==> src/common/vdp_consts.svh <==
`ifndef VDP_CONSTS_SVH
`define VDP_CONSTS_SVH

// ~~~~~~~~~~~~~~~~~~~~~~~~~~~~~~~~~~~~~~~~~~~~~~~~~~~~~~~~~~~~~~~~~~~~
// datapath sizing
// ~~~~~~~~~~~~~~~~~~~~~~~~~~~~~~~~~~~~~~~~~~~~~~~~~~~~~~~~~~~~~~~~~~~~

`define VDP_LANES       8         // longest vector the engine accepts
`define VDP_WORD_W      64
`define VDP_ADDR_W      32        // byte address on the memory port

// ~~~~~~~~~~~~~~~~~~~~~~~~~~~~~~~~~~~~~~~~~~~~~~~~~~~~~~~~~~~~~~~~~~~~
// host register map
// ~~~~~~~~~~~~~~~~~~~~~~~~~~~~~~~~~~~~~~~~~~~~~~~~~~~~~~~~~~~~~~~~~~~~

`define VDP_REG_A_PTR   12'h000
`define VDP_REG_B_PTR   12'h040
`define VDP_REG_LEN     12'h080
`define VDP_REG_START   12'h0C0   // strobe only, reads back as zero
`define VDP_REG_STATUS  12'h100   // bit 0 idle, bit 1 done
`define VDP_REG_RES_PTR 12'h140

`endif

==> src/common/vdp_mem_pkg.sv <==
`include "vdp_consts.svh"

package vdp_mem_pkg;

  typedef logic [`VDP_WORD_W-1:0] word_t;
  typedef logic [`VDP_ADDR_W-1:0] mem_addr_t;
  typedef logic [$clog2(`VDP_LANES+1)-1:0] len_t;  // holds 0 up to the lane count

  typedef enum logic {
    e_mem_load  = 1'b0,
    e_mem_store = 1'b1
  } mem_op_e;

  // ~~~~~~~~~~~~~~~~~~~~~~~~~~~~~~~~~~~~~~~~~~~~~~~~~~~~~~~~~~~~~~~~~~
  // engine sequencing
  // ~~~~~~~~~~~~~~~~~~~~~~~~~~~~~~~~~~~~~~~~~~~~~~~~~~~~~~~~~~~~~~~~~~

  typedef enum logic [2:0] {
    e_idle,
    e_req,      // load request pending on the memory port
    e_wait,     // one request outstanding
    e_opa,
    e_opb,
    e_compute,
    e_store,    // result request pending on the memory port
    e_done
  } eng_state_e;

endpackage

==> src/vdp_engine/vdp_fetch_ctrl.sv <==
`timescale 1ns/1ps
`include "vdp_consts.svh"

module vdp_fetch_ctrl (
  input  logic                          clk_i,
  input  logic                          reset_i,
  input  logic                          start_i,
  input  vdp_mem_pkg::mem_addr_t        a_ptr_i,
  input  vdp_mem_pkg::mem_addr_t        b_ptr_i,
  input  vdp_mem_pkg::mem_addr_t        res_ptr_i,
  input  vdp_mem_pkg::len_t             len_i,
  input  vdp_mem_pkg::word_t            result_i,
  output logic                          mem_req_v_o,
  output vdp_mem_pkg::mem_op_e          mem_op_o,
  output vdp_mem_pkg::mem_addr_t        mem_addr_o,
  output vdp_mem_pkg::word_t            mem_wdata_o,
  input  logic                          mem_ready_i,
  input  logic                          mem_resp_v_i,
  input  vdp_mem_pkg::word_t            mem_rdata_i,
  output logic                          clear_o,
  output logic                          load_a_o,
  output logic                          load_b_o,
  output logic [$clog2(`VDP_LANES)-1:0] lane_idx_o,
  output vdp_mem_pkg::word_t            lane_data_o,
  output logic                          compute_o,
  output logic                          busy_o,
  output logic                          done_o
);
  import vdp_mem_pkg::*;

  eng_state_e state_r;
  eng_state_e state_n;
  mem_addr_t  a_ptr_r;
  mem_addr_t  b_ptr_r;
  mem_addr_t  res_ptr_r;
  mem_addr_t  base_addr;
  len_t       len_r;
  len_t       cnt_r;
  logic       op_b_r;
  mem_op_e    op_r;
  logic       launch;
  logic       last_elem;
  logic       rsp_load;

  assign launch    = (state_r == e_idle) && start_i;
  assign last_elem = (len_t'(cnt_r + 1'b1) == len_r);

  // ~~~~~~~~~~~~~~~~~~~~~~~~~~~~~~~~~~~~~~~~~~~~~~~~~~~~~~~~~~~~~~~~~~
  // sequencing
  // ~~~~~~~~~~~~~~~~~~~~~~~~~~~~~~~~~~~~~~~~~~~~~~~~~~~~~~~~~~~~~~~~~~

  always_comb begin
    state_n = state_r;
    unique case (state_r)
      e_idle: begin
        if (start_i) begin
          state_n = (len_i == '0) ? e_compute : e_req;     // empty job goes straight to store
        end
      end
      e_req: begin
        if (mem_ready_i) begin
          state_n = e_wait;
        end
      end
      e_wait: begin
        if (mem_resp_v_i) begin
          if (op_r == e_mem_store) begin
            state_n = e_done;
          end else begin
            state_n = op_b_r ? e_opb : e_opa;
          end
        end
      end
      e_opa:     state_n = e_req;
      e_opb:     state_n = last_elem ? e_compute : e_req;
      e_compute: state_n = e_store;                        // tree result registers here
      e_store: begin
        if (mem_ready_i) begin
          state_n = e_wait;
        end
      end
      e_done:    state_n = e_idle;
      default:   state_n = e_idle;
    endcase
  end

  always_ff @(posedge clk_i) begin
    if (reset_i) begin
      state_r <= e_idle;
      cnt_r   <= '0;
      op_b_r  <= 1'b0;
      op_r    <= e_mem_load;
    end else begin
      state_r <= state_n;
      case (state_r)
        e_idle: begin
          if (start_i) begin
            cnt_r  <= '0;
            op_b_r <= 1'b0;
            op_r   <= e_mem_load;
          end
        end
        e_opa: begin
          if (last_elem) begin
            cnt_r  <= '0;                                  // A is complete so the count restarts for B
            op_b_r <= 1'b1;
          end else begin
            cnt_r <= cnt_r + 1'b1;
          end
        end
        e_opb:     cnt_r <= cnt_r + 1'b1;
        e_compute: op_r  <= e_mem_store;
        default: ;
      endcase
    end
  end

  // job parameters are frozen so host writes during a run do not disturb it
  always_ff @(posedge clk_i) begin
    if (launch) begin
      a_ptr_r   <= a_ptr_i;
      b_ptr_r   <= b_ptr_i;
      res_ptr_r <= res_ptr_i;
      len_r     <= len_i;
    end
  end

  // ~~~~~~~~~~~~~~~~~~~~~~~~~~~~~~~~~~~~~~~~~~~~~~~~~~~~~~~~~~~~~~~~~~
  // memory port and lane writes
  // ~~~~~~~~~~~~~~~~~~~~~~~~~~~~~~~~~~~~~~~~~~~~~~~~~~~~~~~~~~~~~~~~~~

  assign base_addr   = op_b_r ? b_ptr_r : a_ptr_r;
  assign mem_addr_o  = (op_r == e_mem_store) ? res_ptr_r
                                             : base_addr + (mem_addr_t'(cnt_r) << 3);
  assign mem_req_v_o = ((state_r == e_req) || (state_r == e_store)) && mem_ready_i;
  assign mem_op_o    = op_r;
  assign mem_wdata_o = result_i;

  assign rsp_load    = (state_r == e_wait) && mem_resp_v_i && (op_r == e_mem_load);
  assign load_a_o    = rsp_load && !op_b_r;
  assign load_b_o    = rsp_load && op_b_r;
  assign lane_idx_o  = cnt_r[$clog2(`VDP_LANES)-1:0];
  assign lane_data_o = mem_rdata_i;

  assign clear_o     = launch;
  assign compute_o   = (state_r == e_compute);
  assign busy_o      = (state_r != e_idle);
  assign done_o      = (state_r == e_done);

  // a launched job never holds more elements than there are lanes
  len_in_range: assert property (@(posedge clk_i) disable iff (reset_i)
    launch |-> (len_i <= len_t'(`VDP_LANES)));

  // the memory side may only answer the one outstanding request
  resp_only_in_wait: assert property (@(posedge clk_i) disable iff (reset_i)
    mem_resp_v_i |-> (state_r == e_wait));

endmodule

==> config.mk <==
export PLATFORM = sky130hd
export DESIGN_NAME = vdp_fetch_ctrl
export DESIGN_NICKNAME = d
export VERILOG_FILES = /design/src/common/vdp_mem_pkg.sv /design/src/vdp_engine/vdp_fetch_ctrl.sv
export VERILOG_INCLUDE_DIRS = /design/src /design/src/common
export SDC_FILE = /design/constraint.sdc
export NUM_CORES = 1
export LEC_CHECK = 0
export BUFFER_PORTS_ARGS = -buffer_cell sky130_fd_sc_hd__buf_4
export CAP_MARGIN = 20
export CORE_MARGIN = 5
export CORE_UTILIZATION = 28
export DETAILED_ROUTE_END_ITERATION = 12
export GPL_TIMING_DRIVEN = 0
export HOLD_SLACK_MARGIN = 0.03
export PLACE_DENSITY = 0.6
export SETUP_SLACK_MARGIN = 0.5
export SLEW_MARGIN = 20
export SYNTH_ARGS = -nofsm -noshare
export SYNTH_HDL_FRONTEND = slang
export SYNTH_SLANG_ARGS = --single-unit
==> constraint.sdc <==
create_clock -name clk_i -period 4.6 [get_ports clk_i]
set_input_delay 0 -clock clk_i [delete_from_list [all_inputs] [get_ports clk_i]]
set_output_delay 0 -clock clk_i [all_outputs]
set_load 0.02 [all_outputs]
# Yosys cells after proc, flatten, opt, wreduce, memory -nomap -nowiden
# Cells that the tools add are included.
op_classes:
  add_sub_neg: 2
  n_eq_ne: 12
  n_mux: 17
  n_bitwise: 1
  reduce_logical: 19
ops:
  columns: ["operator", "count"]
  rows:
  - ["$mux W32", 2]
  - ["$add A32 B7 Y32", 1]
  - ["$mux W3", 7]
  - ["$pmux W3 S7", 1]
  - ["$eq A3 B3 Y1 const B", 4]
  - ["$pmux W4 S3", 1]
  - ["$mux W4", 2]
  - ["$eq A3 B2 Y1 const B", 2]
  - ["$logic_and A1 B1 Y1", 6]
  - ["$ne A2 B2 Y1 const B", 3]
  - ["$reduce_and A3 Y1", 2]
  - ["$reduce_bool A3 Y1", 2]
  - ["$add A4 B1 Y4 const B", 1]
  - ["$eq A4 B4 Y1", 1]
  - ["$logic_not A4 Y1", 1]
  - ["$pmux W1 S2", 2]
  - ["$reduce_and A2 Y1", 2]
  - ["$reduce_bool A2 Y1", 2]
  - ["$eq A3 B1 Y1 const B", 1]
  - ["$logic_not A3 Y1", 1]
  - ["$mux W1", 2]
  - ["$ne A2 B1 Y1 const B", 1]
  - ["$reduce_or A2 Y1", 1]
  - ["$logic_not A1 Y1", 1]
  - ["2 further kinds", 2]
word_totals:
  reg_bits: 109
  input_bits: 233
  out_inout_bits: 171
  word_cells: 59

# Depth between registers and ports, before layout
depth:
  ltp_word: 4
  depth_mapped: 14
  ltp_nobuf: 9

# Worst setup path before layout
# No wires, ideal clock.
synth_timing:
  path_kind: "register to output"
  startpoint: "register op_b_r"
  endpoint: "output mem_addr_o[29]"
  t_arrival_ns: 3.620
  t_required_ns: 4.600
  path_slack_ns: 0.980
  stages_incl_launch_ff: 15
  n_path_buf: 5
  path_cell_list: "dfxtp_1 > buf_6 > buf_2 > buf_2 > buf_2 > mux2_2 > ha_1 > inv_1 > fa_1 > nand2b_1 > a21oi_1 > and2_1 > buf_2 > a31oi_1 > o31ai_1"
synth_between:
  elab_chain_len: 3
synth_lines:
  columns: ["item", "line_no", "source"]
  rows:
  - ["start, declared", "vdp_fetch_ctrl.sv:39", "logic op_b_r;"]
  - ["start signal, assigned", "vdp_fetch_ctrl.sv:91", "op_b_r <= 1'b0;"]
  - ["start signal, assigned", "vdp_fetch_ctrl.sv:99", "op_b_r <= 1'b0;"]
  - ["start signal, assigned", "vdp_fetch_ctrl.sv:106", "op_b_r <= 1'b1;"]
  - ["$mux W32", "vdp_fetch_ctrl.sv:132", "assign base_addr = op_b_r ? b_ptr_r : a_ptr_r;"]
  - ["$add A32 B7 Y32", "vdp_fetch_ctrl.sv:134", ": base_addr + (mem_addr_t'(cnt_r) << 3);"]
  - ["$mux W32", "vdp_fetch_ctrl.sv:133", "assign mem_addr_o = (op_r == e_mem_store) ? res_ptr_r"]
  - ["end, declared", "vdp_fetch_ctrl.sv:15", "output vdp_mem_pkg::mem_addr_t mem_addr_o,"]
# Every way passes these cells.

# Worst setup path after layout
layout_timing:
  startpoint: "register op_b_r"
  endpoint: "output mem_addr_o[15]"
# The elaborated chain is that of the path after synthesis.

==> impl_metrics.csv <==
group,metric,value,unit
setup_path,cp_cell_sequence,"buf_6 > clkbuf_4 > buf_6 > buf_6 > mux2_2 > ha_1 > inv_1 > fa_1 > nand2b_1 > a21oi_4 > and2_1 > buf_2 > a211oi_1 > o31ai_1 > buf_4",
sta,tightest_slew,0.726,ns
setup_path,crit_family,"buffers and inverters",
placement,hpwlAfterDp,17.5,mm
cts,cts.reportedPaths.clkPinSlew,0.07,ns
cts,numCtsBuffers,9,
grt,busiest_layer,"met2",
sta,finalSetupViolations,0,
setup_path,max_stage_delay,0.39,ns
setup_path,slowest_stage,"dfxtp_2",
yosys,synth-edff-count,100,
grt,grt_max_degree,68,
setup_path,r2r_slack,2.50,ns
grt,grt_pass1_wl,34.4,mm
sta,fin_skew,0.00557,ns
power_and_ir_drop,seq_power_share,0.438,
power_and_ir_drop,leakagePower,4.28,nW
yosys,async_flop_share,0,
setup_path,cp.depth,15,
detailed_routing,routed_via_density,4.48,
grt,use_met2,0.294,
setup_path,cp-startpoint,"op_b_r",
cts,cts_tree,"yes",
floorplanning,start_util,0.285,
power_and_ir_drop,power_switching,888,uW
sta,min_period_over_period,0.829,
power_and_ir_drop,vdd_drop_max,0.199,mV
grt,grt_use_met1,0.214,
detailed_routing,drc,0,
detailed_routing,drtAntennaViolNets,0,
power_and_ir_drop,pwr-share-comb,0.304,
setup_path,crit_path_frequent_cell,"buf_6",
floorplanning,coreArea,21900,um2
job,drv_cap,0,
yosys,synth_nets,792,
finish,drive_gt1_frac,0.476,
grt,gr-total-overflow,0,
cts,cts_buffer_depth,2,
sta,rsz0062_at_grt,"false",
yosys,syn_area,6250,um2
yosys,ys.flop_type,"edfxtp_1",
detailed_routing,drt_iter0_drc,335,
finish,ff_latch_area,3180,um2
yosys,synthCells,553,
power_and_ir_drop,p_int,2.10,mW
setup_path,critPathLaunchType,"register",
sta,period_needed,3.81,ns
setup_path,crit_fanout,10,
yosys,ys_types,56,
sta,slew_headroom,0.516,
sta,fmax,0.262,GHz
setup_path,cp_data_arrival_time,3.81,ns
floorplanning,dieArea,25400,um2
sta,hold_viol_final,0,
detailed_routing,dr.pass1.iters,4,
detailed_routing,vias,5500,
worst_hold_path,hold-path-cell-count,3,
finish,fill_cells,2034,
finish,final_cell_mix,"buf_4 (409), dlygate4sd3_1 (102), edfxtp_1 (100)",
sta,drv_slew,0,
cts,clock_latency,0.35,ns
floorplanning,io_pins,404,
yosys,syn_avg_cell_area,11.3,um2
setup_path,reg2reg_depth,5,
setup_path,cp-end-kind,"primary output",
placement,io_buffers,274,
setup_path,critPathRequiredTime,4.60,ns
grt,antenna_found_initial,0,
finish,final_common_cell,"buf_4",
grt,first_global_vias,5672,
worst_hold_path,worstHoldPathType,"in2reg",
grt,track_usage,0.171,
floorplanning,die_h,159,um
finish,diodes,0,
yosys,ys_warn_count,0,
setup_path,crit_end,"mem_addr_o[15]",
power_and_ir_drop,p_clk_frac,0.258,
setup_path,reg2reg_from,"state_r[2]",
setup_path,worstSetupPathType,"reg2out",
cts,htreeDepth,3,
yosys,synth_seq_area_share,0.509,
setup_path,cp_num_buf_inv,7,
setup_path,r2r_end,"b_ptr_r[16]",
detailed_routing,wirelength,22.8,mm
cts,cts.sinks,109,
finish,multi_input_area,1970,um2
finish,syn_to_final_growth,60.8,%
detailed_routing,wl_per_cell,18.5,um
floorplanning,die_x,159,um
sta,fin_setup_tns,0,ns
finish,fin_util,0.459,
power_and_ir_drop,power.density,297,nW/um2
run_status,outcome,"finished, final reports clean",
cts,cts-root-buf,"clkbuf_16",
placement,place.gp.congestion,0.825,
power_and_ir_drop,p_sw_frac,0.298,
floorplanning,fp-row-count,54,
grt,met3_usage,0.0481,
yosys,ys_ff_latch,109,
finish,final_nets,1183,
[synthesized netlist by cell type, types with 6 or more instances]
library cell  instances  area share
mux2i_1              23       0.037
nand2_1              45       0.027
o31ai_1               8      0.0096
a21oi_1              11      0.0088
edfxtp_1            100        0.48
xnor2_1              15       0.021
xor2_1                9       0.013
clkbuf_1             10      0.0060
dfxtp_1               9       0.029
nand3_1              17       0.014
nor3_1               10      0.0080
nand3b_1              6      0.0072
inv_1                 9      0.0054
a211oi_1              6      0.0072
o21ai_0              22       0.018
mux2_2               12       0.022
buf_4               132        0.16
nor2_1               20       0.012
[registers in the layout, indices dropped and copies added, names as in the netlist]
register,cells
op_b_r,1
len_r,4
a_ptr_r,32
state_r,3
res_ptr_r,32
mem_op_o,1
b_ptr_r,32
cnt_r,4
[repair_timing]
action / in CTS / in global routing
gates cloned: 0 / 0
gates resized for setup: 5 / 4
hold buffers: 102 / 0
pin swaps: 2 / 0
setup endpoints to repair: 19 / 7
endpoints found under the hold margin: 103 / 0
buffers inserted: 3 / 0
[power by group through the flow]
stage	combinational, mW	clock [mW]	sequential (mW)
5_1_grt	0.976	0.820	1.32
3_3_place_gp	0.821	0	1.35
4_1_cts	0.914	0.780	1.31
2_1_floorplan	0.483	0	1.32
6_report	0.908	0.769	1.31
3_5_place_dp	0.839	0	1.33
[metal layers]
| metal | up-vias | wire length [um] |
|---|---|---|
| met5 | - | 0 |
| met4 | 0 | 272 |
| met3 | 19 | 1660 |
| met2 | 258 | 11500 |
| met1 | 2566 | 9350 |
| li1 | 2657 | - |
[layout make-up]
cell class	instances	share of cell area
flip-flops and latches	109	0.317
repair buffers	380	0.311
multi-input cells	284	0.196
plain buffers	150	0.109
well taps	280	0.0349
clock buffers	10	0.0228
clock inverters	6	0.00535
inverters	10	0.00423
[logic make-up (layout without fill, tap and decap cells)]
family,Yosys count,after routing,share of synthesized area
xor gates and xnor gates,24,24,0.0336
DFF,109,109,0.509
adders and majority gates,6,6,0.0132
and+or+nand+nor,139,139,0.118
buffers and inverters,160,556,0.179
muxes,35,35,0.0585
AOI/OAI and AO/OA,80,80,0.0879
[metrics by stage]
step / total power, mW / worst slack (ns) / area, um2 / cells / hold slack, ns
after detailed placement: 2.17 / 0.109 / 8690 / 1108 / 0.179
after floorplan: 1.80 / 0.980 / 6250 / 553 / 0.0989
final: 2.98 / 0.787 / 10100 / 1229 / 0.120
after global placement: 2.17 / 0.105 / 8660 / 1107 / 0.179
after global routing: 3.12 / 0.574 / 10100 / 1229 / 0.170
after CTS: 3.00 / 0.511 / 10000 / 1229 / 0.100
[how the worst min path moves through the flow]
stage	start	end	slack (ns)
final	start_i	state_r[0]	0.12
after global routing	start_i	state_r[0]	0.17
after CTS	start_i	state_r[0]	0.10
after detailed placement	a_ptr_i[30]	a_ptr_r[30]	0.18
after global placement	res_ptr_i[21]	res_ptr_r[21]	0.18
after floorplan	a_ptr_i[0]	a_ptr_r[0]	0.1
[worst reg2reg max path: stages (launching register included)]
cell and delay [ns]:
dfxtp_1 0.30, clkbuf_1 0.17, clkbuf_1 0.25, nand3b_1 0.33
inv_6 0.34, buf_16 0.34
Power figures use the tool's default switching activity.
