[config.mk]
export PLATFORM = sky130hd
export DESIGN_NAME = vdp_csr
export DESIGN_NICKNAME = d
export VERILOG_FILES = /design/src/common/vdp_csr_pkg.sv /design/src/common/vdp_mem_pkg.sv /design/src/vdp_csr/vdp_csr.sv
export VERILOG_INCLUDE_DIRS = /design/src /design/src/common
export SDC_FILE = /design/constraint.sdc
export NUM_CORES = 1
export LEC_CHECK = 0
export BUFFER_PORTS_ARGS = -buffer_cell sky130_fd_sc_hd__buf_2
export CAP_MARGIN = 20
export CORE_UTILIZATION = 25
export DETAILED_ROUTE_END_ITERATION = 16
export PLACE_DENSITY = 0.51
export SYNTH_ARGS = -nofsm -noshare
export SYNTH_HDL_FRONTEND = slang
export SYNTH_SLANG_ARGS = --single-unit
[constraint.sdc]
create_clock -name clk_i -period 2.2 [get_ports clk_i]
set_clock_uncertainty 0.05 [all_clocks]
set_input_delay 0.11 -clock clk_i [delete_from_list [all_inputs] [get_ports clk_i]]
set_output_delay 0.11 -clock clk_i [all_outputs]
set_load 0.02 [all_outputs]
[src/common/vdp_consts.svh]
`ifndef VDP_CONSTS_SVH
`define VDP_CONSTS_SVH

// ~~~~~~~~~~~~~~~~~~~~~~~~~~~~~~~~~~~~~~~~~~~~~~~~~~~~~~~~~~~~~~~~~~~~
// datapath sizing
// ~~~~~~~~~~~~~~~~~~~~~~~~~~~~~~~~~~~~~~~~~~~~~~~~~~~~~~~~~~~~~~~~~~~~

`define VDP_LANES       8         // longest vector the engine accepts
`define VDP_WORD_W      64
`define VDP_ADDR_W      32        // byte address on the memory port

// ~~~~~~~~~~~~~~~~~~~~~~~~~~~~~~~~~~~~~~~~~~~~~~~~~~~~~~~~~~~~~~~~~~~~
// host register map
// ~~~~~~~~~~~~~~~~~~~~~~~~~~~~~~~~~~~~~~~~~~~~~~~~~~~~~~~~~~~~~~~~~~~~

`define VDP_REG_A_PTR   12'h000
`define VDP_REG_B_PTR   12'h040
`define VDP_REG_LEN     12'h080
`define VDP_REG_START   12'h0C0   // strobe only, reads back as zero
`define VDP_REG_STATUS  12'h100   // bit 0 idle, bit 1 done
`define VDP_REG_RES_PTR 12'h140

`endif

[src/common/vdp_csr_pkg.sv]
package vdp_csr_pkg;

  // ~~~~~~~~~~~~~~~~~~~~~~~~~~~~~~~~~~~~~~~~~~~~~~~~~~~~~~~~~~~~~~~~~~
  // host command port
  // ~~~~~~~~~~~~~~~~~~~~~~~~~~~~~~~~~~~~~~~~~~~~~~~~~~~~~~~~~~~~~~~~~~

  typedef enum logic {
    e_io_read  = 1'b0,
    e_io_write = 1'b1
  } io_cmd_e;

  typedef logic [11:0] io_addr_t;  // register offset within the block

endpackage

[src/common/vdp_mem_pkg.sv]
`include "vdp_consts.svh"

package vdp_mem_pkg;

  typedef logic [`VDP_WORD_W-1:0] word_t;
  typedef logic [`VDP_ADDR_W-1:0] mem_addr_t;
  typedef logic [$clog2(`VDP_LANES+1)-1:0] len_t;  // holds 0 up to the lane count

  typedef enum logic {
    e_mem_load  = 1'b0,
    e_mem_store = 1'b1
  } mem_op_e;

  // ~~~~~~~~~~~~~~~~~~~~~~~~~~~~~~~~~~~~~~~~~~~~~~~~~~~~~~~~~~~~~~~~~~
  // engine sequencing
  // ~~~~~~~~~~~~~~~~~~~~~~~~~~~~~~~~~~~~~~~~~~~~~~~~~~~~~~~~~~~~~~~~~~

  typedef enum logic [2:0] {
    e_idle,
    e_req,      // load request pending on the memory port
    e_wait,     // one request outstanding
    e_opa,
    e_opb,
    e_compute,
    e_store,    // result request pending on the memory port
    e_done
  } eng_state_e;

endpackage

[src/vdp_csr/vdp_csr.sv]
`timescale 1ns/1ps
`include "vdp_consts.svh"

module vdp_csr (
  input  logic                   clk_i,
  input  logic                   reset_i,
  input  logic                   io_cmd_v_i,
  input  vdp_csr_pkg::io_cmd_e   io_cmd_i,
  input  vdp_csr_pkg::io_addr_t  io_addr_i,
  input  vdp_mem_pkg::word_t     io_data_i,
  output logic                   io_resp_v_o,
  output vdp_mem_pkg::word_t     io_data_o,
  input  logic                   busy_i,
  input  logic                   done_i,
  output vdp_mem_pkg::mem_addr_t a_ptr_o,
  output vdp_mem_pkg::mem_addr_t b_ptr_o,
  output vdp_mem_pkg::mem_addr_t res_ptr_o,
  output vdp_mem_pkg::len_t      len_o,
  output logic                   start_o
);
  import vdp_csr_pkg::*;
  import vdp_mem_pkg::*;

  logic      wr_v;
  logic      rd_v;
  mem_addr_t a_ptr_r;
  mem_addr_t b_ptr_r;
  mem_addr_t res_ptr_r;
  len_t      len_r;
  logic      done_r;
  logic      resp_v_r;
  word_t     rd_data;
  word_t     resp_data_r;

  assign wr_v = io_cmd_v_i & (io_cmd_i == e_io_write);
  assign rd_v = io_cmd_v_i & (io_cmd_i == e_io_read);

  // a start that lands while the engine runs is dropped
  assign start_o = wr_v & (io_addr_i == `VDP_REG_START) & (|io_data_i) & ~busy_i;

  // ~~~~~~~~~~~~~~~~~~~~~~~~~~~~~~~~~~~~~~~~~~~~~~~~~~~~~~~~~~~~~~~~~~
  // programmed registers
  // ~~~~~~~~~~~~~~~~~~~~~~~~~~~~~~~~~~~~~~~~~~~~~~~~~~~~~~~~~~~~~~~~~~

  always_ff @(posedge clk_i) begin
    if (reset_i) begin
      a_ptr_r   <= '0;
      b_ptr_r   <= '0;
      res_ptr_r <= '0;
      len_r     <= '0;
    end else if (wr_v) begin
      case (io_addr_i)
        `VDP_REG_A_PTR:   a_ptr_r   <= mem_addr_t'(io_data_i);
        `VDP_REG_B_PTR:   b_ptr_r   <= mem_addr_t'(io_data_i);
        `VDP_REG_RES_PTR: res_ptr_r <= mem_addr_t'(io_data_i);
        `VDP_REG_LEN: begin
          if (io_data_i > word_t'(`VDP_LANES)) begin
            len_r <= len_t'(`VDP_LANES);                 // clip to the buffer depth
          end else begin
            len_r <= len_t'(io_data_i);
          end
        end
        default: ;
      endcase
    end
  end

  // done stays up until the following start
  always_ff @(posedge clk_i) begin
    if (reset_i) begin
      done_r <= 1'b0;
    end else if (start_o) begin
      done_r <= 1'b0;
    end else if (done_i) begin
      done_r <= 1'b1;
    end
  end

  // ~~~~~~~~~~~~~~~~~~~~~~~~~~~~~~~~~~~~~~~~~~~~~~~~~~~~~~~~~~~~~~~~~~
  // read path that answers one cycle after the command
  // ~~~~~~~~~~~~~~~~~~~~~~~~~~~~~~~~~~~~~~~~~~~~~~~~~~~~~~~~~~~~~~~~~~

  always_comb begin
    rd_data = '0;                                          // writes and holes return zero
    if (rd_v) begin
      case (io_addr_i)
        `VDP_REG_A_PTR:   rd_data = word_t'(a_ptr_r);
        `VDP_REG_B_PTR:   rd_data = word_t'(b_ptr_r);
        `VDP_REG_LEN:     rd_data = word_t'(len_r);
        `VDP_REG_STATUS:  rd_data = word_t'({done_r, ~busy_i});
        `VDP_REG_RES_PTR: rd_data = word_t'(res_ptr_r);
        default: ;
      endcase
    end
  end

  always_ff @(posedge clk_i) begin
    if (reset_i) begin
      resp_v_r <= 1'b0;
    end else begin
      resp_v_r <= io_cmd_v_i;
    end
  end

  always_ff @(posedge clk_i) begin
    resp_data_r <= rd_data;
  end

  assign io_resp_v_o = resp_v_r;
  assign io_data_o   = resp_data_r;
  assign a_ptr_o     = a_ptr_r;
  assign b_ptr_o     = b_ptr_r;
  assign res_ptr_o   = res_ptr_r;
  assign len_o       = len_r;

  // an accepted start must actually launch the engine on the next cycle
  start_launches_job: assert property (@(posedge clk_i) disable iff (reset_i)
    start_o |=> busy_i);

endmodule

---- After elaboration in Yosys (flattened, before gate mapping) ----
Index checks and enable logic that the tools add are counted.
storage, ports and cells
  register bits ........................... 166
  output and inout port bits .............. 166
  logic and storage cells ................. 29
cells by class
  bitwise operators ....................... 7
  $lt $le $gt $ge ......................... 1
  equal/unequal tests ..................... 5
  muxes and demuxes ....................... 2
  reductions and logical operators ........ 7
operators by type and width
  operator               count
  $pmux W32 S5           1
  $gt A64 B4 Y1 const B  1
  $reduce_or A64 Y1      1
  $eq A12 B8 Y1 const B  2
  $eq A12 B9 Y1 const B  2
  $eq A12 B7 Y1 const B  1
  $logic_not A12 Y1      1
  $reduce_and A2 Y1      4
  $and A1 B1 Y1          5
  $mux W4                1
  $not A1 Y1             2
  $reduce_or A2 Y1       1

---- Depth between registers and ports, before layout ----
  depth in word-level cells ............... 5
  depth in mapped cells ................... 9
  mapped depth without buffers ............ 5

---- Worst setup path after synthesis ----
No wires, ideal clock.
  path kind ............................... input-to-reg
  start point ............................. input port io_addr_i[4]
  end point ............................... register res_ptr_r[29] (netlist: res_ptr_o[29])
  data arrival time ....................... 1410 ps
  path buffers ............................ 2
  cell stages on the path ................. 7
  data required time ...................... 2018 ps
  path slack .............................. 607 ps
  setup time .............................. 132 ps
  cell sequence ........................... nor4_4 -> nand2_1 -> or4_1 -> clkbuf_1 -> buf_2 -> nand2_1 -> a21oi_1
between the ends
  cells in the longest elaborated chain, start to end .. 2
RTL lines
  item                         RTL line       RTL
  from (decl)                  vdp_csr.sv:9   input vdp_csr_pkg::io_addr_t io_addr_i,
  $eq A12 B9 Y1                vdp_csr.sv:52  case (io_addr_i)
  $reduce_and A2 Y1 (no line)  -
  to (signal assigned)         vdp_csr.sv:55  `VDP_REG_RES_PTR: res_ptr_r <= mem_addr_t'(io_data_i);
  to (decl)                    vdp_csr.sv:28  mem_addr_t res_ptr_r;
Every way passes these cells.
A chain may end at the register's enable or synchronous reset.

---- Worst setup path after layout ----
  start point ............................. input port io_cmd_v_i
  end point ............................... output port start_o
between the ends
  cells in the longest elaborated chain, start to end .. 4
RTL lines
  item                         RTL line       RTL
  from (decl)                  vdp_csr.sv:7   input logic io_cmd_v_i,
  $and A1 B1 Y1                vdp_csr.sv:35  assign wr_v = io_cmd_v_i & (io_cmd_i == e_io_write);
  $and A1 B1 Y1 (3 in series)  vdp_csr.sv:39  assign start_o = wr_v & (io_addr_i == `VDP_REG_START) & (|io_data_i) & ~busy_i;
  to (decl)                    vdp_csr.sv:19  output logic start_o
Every way passes these cells.

==> flow_results.xml <==
<?xml version="1.0" encoding="UTF-8"?>
<metrics>
  <group name="status">
    <metric name="run_status" unit="">complete, no violations</metric>
  </group>
  <group name="critical_path">
    <metric name="worst_path_max_delay_cell" unit="">sky130_fd_sc_hd__dlygate4sd3_1</metric>
    <metric name="crit_family" unit="">buffers and inverters</metric>
    <metric name="crit_path_cell_trace" unit="">dlygate4sd3_1 -&gt; buf_2 -&gt; nand2_1 -&gt; buf_4 -&gt; nor4_1 -&gt; o41a_1 -&gt; buf_2</metric>
    <metric name="timing.critical_path.from_type" unit="">input pin</metric>
    <metric name="setup.reg_to_reg.worst_slack" unit="ps">1130</metric>
    <metric name="crit-reg2reg-capture" unit="">done_r$_SDFFE_PP0P_</metric>
    <metric name="crit_required" unit="ps">2040</metric>
    <metric name="critical_path_peak_fanout" unit="">5</metric>
    <metric name="critical_path.n_buffers_inverters" unit="">4</metric>
    <metric name="worst-endpoint-arrival" unit="ps">1810</metric>
    <metric name="ff2ff_path_depth" unit="">3</metric>
    <metric name="cp-end-kind" unit="">primary output</metric>
    <metric name="critical_path.most_common_cell" unit="">sky130_fd_sc_hd__buf_2</metric>
    <metric name="criticalPathCategory" unit="">in2out</metric>
    <metric name="critical_path.max_stage_delay" unit="ps">520</metric>
    <metric name="timing.rr.start" unit="">done_r$_SDFFE_PP0P_</metric>
  </group>
  <group name="global_routing">
    <metric name="grt_pass1_wl" unit="um">29870</metric>
    <metric name="grt_max_degree" unit="">62</metric>
    <metric name="vias_in_the_first_global_route" unit="">5126</metric>
    <metric name="grt-ovfl-total" unit="">0</metric>
    <metric name="grt_usage" unit="">0.1804</metric>
    <metric name="antenna_found_initial" unit="">0</metric>
  </group>
  <group name="layout">
    <metric name="most_frequent_cells_in_the_layout" unit="">sky130_fd_sc_hd__buf_2, sky130_fd_sc_hd__nand2_1, sky130_fd_sc_hd__dfxtp_1</metric>
    <metric name="finished_core_util" unit="">0.3707</metric>
    <metric name="antenna-diode-count" unit="">0</metric>
    <metric name="design.final.nets" unit="">977</metric>
    <metric name="fillers" unit="">2185</metric>
    <metric name="syn_to_final_growth" unit="%">43.54</metric>
    <metric name="layout-drive-gt1-share" unit="">0.3095</metric>
    <metric name="layout.cells.most_common" unit="">sky130_fd_sc_hd__buf_2</metric>
  </group>
  <group name="detailed_routing">
    <metric name="totalWireLength" unit="um">19630</metric>
    <metric name="routedWlPerCell" unit="um">16.66</metric>
    <metric name="dr_total_vias" unit="">5530</metric>
    <metric name="routed_antenna_nets" unit="">0</metric>
    <metric name="iteration_0_drc_markers" unit="">380</metric>
    <metric name="detailedRoute.firstPassIterationCount" unit="">8</metric>
    <metric name="drcViolationCount" unit="">0</metric>
    <metric name="drt-vias-per-instance" unit="">4.694</metric>
  </group>
  <group name="clock_network">
    <metric name="cts_tree" unit="">built</metric>
    <metric name="clk_path_buf_depth" unit="">2</metric>
    <metric name="cts-root-buf" unit="">sky130_fd_sc_hd__clkbuf_16</metric>
    <metric name="cts-buffers-inserted" unit="">17</metric>
    <metric name="htree_depth" unit="">4</metric>
    <metric name="clk_transition_reported_paths" unit="ps">60</metric>
    <metric name="buffer_count_from_post_cts_setup_fixing" unit="">0</metric>
    <metric name="cts_num_sinks" unit="">134</metric>
    <metric name="worstSkewPairLatency" unit="ps">410</metric>
  </group>
  <group name="floorplan">
    <metric name="initial_standard_cell_utilization_of_the_core" unit="">0.2583</metric>
    <metric name="die_area" unit="sq um">21690</metric>
    <metric name="io-pin-count" unit="">248</metric>
    <metric name="placementRows" unit="">52</metric>
    <metric name="die-width" unit="um">147.3</metric>
    <metric name="core_region_area" unit="sq um">20430</metric>
    <metric name="die_height" unit="um">147.3</metric>
  </group>
  <group name="worst_hold_path">
    <metric name="hold_depth" unit="">5</metric>
    <metric name="min_path_type" unit="">in2reg</metric>
    <metric name="worstHoldEndpoint" unit="">len_o[3]$_SDFFE_PP0P_</metric>
    <metric name="hold_path_startpoint" unit="">io_data_i[38]</metric>
  </group>
  <group name="timing">
    <metric name="slew-limit-headroom" unit="">0.5315</metric>
    <metric name="fmaxAchievable" unit="MHz">507.5</metric>
    <metric name="tightest_slew" unit="ps">702.7</metric>
    <metric name="setup_viol" unit="">0</metric>
    <metric name="fin_crit_sh" unit="">0.8957</metric>
    <metric name="grt_setup_unrepaired" unit="">false</metric>
    <metric name="timing.final.max_slew_violations" unit="">0</metric>
    <metric name="hold_viol_final" unit="">0</metric>
    <metric name="totalNegativeSetupSlack" unit="ps">0</metric>
    <metric name="fin_crit" unit="ps">1970</metric>
  </group>
  <group name="power">
    <metric name="p_switching" unit="uW">1363</metric>
    <metric name="intPower" unit="uW">4271</metric>
    <metric name="combinationalPowerShare" unit="">0.051</metric>
    <metric name="irDropWorstVdd" unit="mV">0.4665</metric>
    <metric name="power.switching_fraction" unit="">0.2419</metric>
    <metric name="share_clk_of_total_power" unit="">0.518</metric>
    <metric name="seq_power_share" unit="">0.431</metric>
    <metric name="power_density" unit="nW/um^2">743.8</metric>
    <metric name="leakagePower" unit="uW">0.003115</metric>
  </group>
  <group name="yosys">
    <metric name="mappedNetlistArea" unit="sq um">5276</metric>
    <metric name="postSynthCellCount" unit="">651</metric>
    <metric name="synth-warning-count" unit="">0</metric>
    <metric name="yosysUniqueCellTypes" unit="">34</metric>
    <metric name="postSynthAreaPerCell" unit="sq um">8.105</metric>
    <metric name="postSynthRegisterBits" unit="">134</metric>
    <metric name="synth.yosys.seq_area_share" unit="">0.5084</metric>
  </group>
  <group name="job">
    <metric name="max_cap_viol_count" unit="">0</metric>
  </group>
  <group name="placement">
    <metric name="port_buffers" unit="">215</metric>
    <metric name="final_weighted_congestion_of_routability_driven_global_placement" unit="">0.7587</metric>
    <metric name="place.detailed.hpwl" unit="um">13300</metric>
  </group>
</metrics>
routing by layer:
| layer | wire length, um | track usage |
|---|---|---|
| met3 | 1310 | 0.04130 |
| met4 | 257 | 0.05515 |
| met2 | 9444 | 0.2906 |
| met5 | 0 | 0 |
| met1 | 8617 | 0.2385 |
cell type report:
| cell class | instances | area, sq um | share of cell area |
|---|---|---|---|
| clock inverter | 14 | 163.9 | 0.02164 |
| multi-input combinational | 467 | 2302 | 0.3040 |
| tap | 270 | 337.8 | 0.04461 |
| sequential | 134 | 2683 | 0.3542 |
| clock buffer | 18 | 439.2 | 0.05799 |
| inverter | 1 | 3.754 | 0.0004956 |
| timing repair buffer | 274 | 1644 | 0.2171 |
worst min-delay path: stages:
cell and delay [ps]:
sky130_fd_sc_hd__buf_2 70, sky130_fd_sc_hd__nor4_1 40, sky130_fd_sc_hd__nand2_1 80, sky130_fd_sc_hd__nor4_2 60
sky130_fd_sc_hd__a31oi_1 120
cells in the mapped netlist, drive strengths merged:
cell type | count | area, sq um
a31oi | 1 | 6.260
and3 | 1 | 6.260
clkbuf | 28 | 105.1
nand3b | 3 | 22.52
conb | 1 | 3.750
nand2b | 1 | 6.260
nor3b | 1 | 7.510
nand3 | 2 | 10.01
buf | 52 | 340.3
inv | 1 | 3.750
o22ai | 1 | 6.260
nor2b | 5 | 31.28
o21ai | 4 | 20.01
a41oi | 1 | 8.760
nand2 | 210 | 788.3
o41a | 1 | 11.26
nand4b | 1 | 8.760
nor4 | 19 | 140.1
a222oi | 27 | 270.3
or4 | 2 | 15.01
nor3 | 6 | 35.03
or3 | 2 | 12.51
a22oi | 7 | 52.55
dfxtp | 134 | 2683
o21bai | 2 | 15.01
and4 | 2 | 17.52
a32oi | 2 | 17.52
a21oi | 103 | 515.5
nor2 | 31 | 116.4
worst max-delay path by stage:
| stage | startpoint | endpoint | slack [ps] | cells past startpoint |
|---|---|---|---|---|
| 2_1_floorplan | io_addr_i[4] | res_ptr_o[29]$_SDFFE_PP0P_ | 610 | 7 |
| 3_3_place_gp | io_data_i[22] | start_o | 70 | 7 |
| 3_5_place_dp | io_data_i[22] | start_o | 30 | 7 |
| 4_1_cts | io_data_i[22] | start_o | 50 | 7 |
| 5_1_grt | io_data_i[58] | start_o | 20 | 8 |
| 6_report | io_cmd_v_i | start_o | 230 | 7 |
through the flow:
step                setup slack, ps  instances  hold WS (ps)  total power [uW]  area (sq um)
finish                        229.5       1178         58.72              5633          7574
global route                  17.11       1178         86.57              5827          7574
CTS                           48.35       1178         68.86              5694          7567
detailed placement            30.61       1112         342.2              2721          6624
global placement              65.39       1112         334.4              2719          6624
floorplan                     607.4        682         188.2              2628          5393
flip-flops by register name, summed over array words and instances (netlist names):
register and count:
a_ptr_o 32, res_ptr_o 32, len_o 4, b_ptr_o 32, done_r 1, io_resp_v_o 1
io_data_o 32
repair_timing:
action | in CTS | in global routing
hold buffers | 34 | 0
resized for setup | 0 | 1
endpoints found under the hold margin | 101 | 0
setup endpoints to repair | 0 | 1
logic make-up (layout without fill, tap and decap cells):
kind of cell | Yosys count | count (layout) | share of synthesized area
and+or+nand+nor | 286 | 286 | 0.2307
other | 1 | 32 | 0.0007107
buffers and inverters | 81 | 307 | 0.08513
AOI/OAI and AO/OA | 149 | 149 | 0.1750
DFF | 134 | 134 | 0.5084
power groups by stage:
stage / clock network (uW) / logic [uW] / registers, uW
2_1_floorplan: 0 / 143 / 2480
3_3_place_gp: 0 / 235 / 2480
3_5_place_dp: 0 / 237 / 2480
4_1_cts: 2980 / 285 / 2430
5_1_grt: 3090 / 310 / 2430
6_report: 2920 / 286 / 2430
Note: power is estimated with default switching activity, not from simulation.
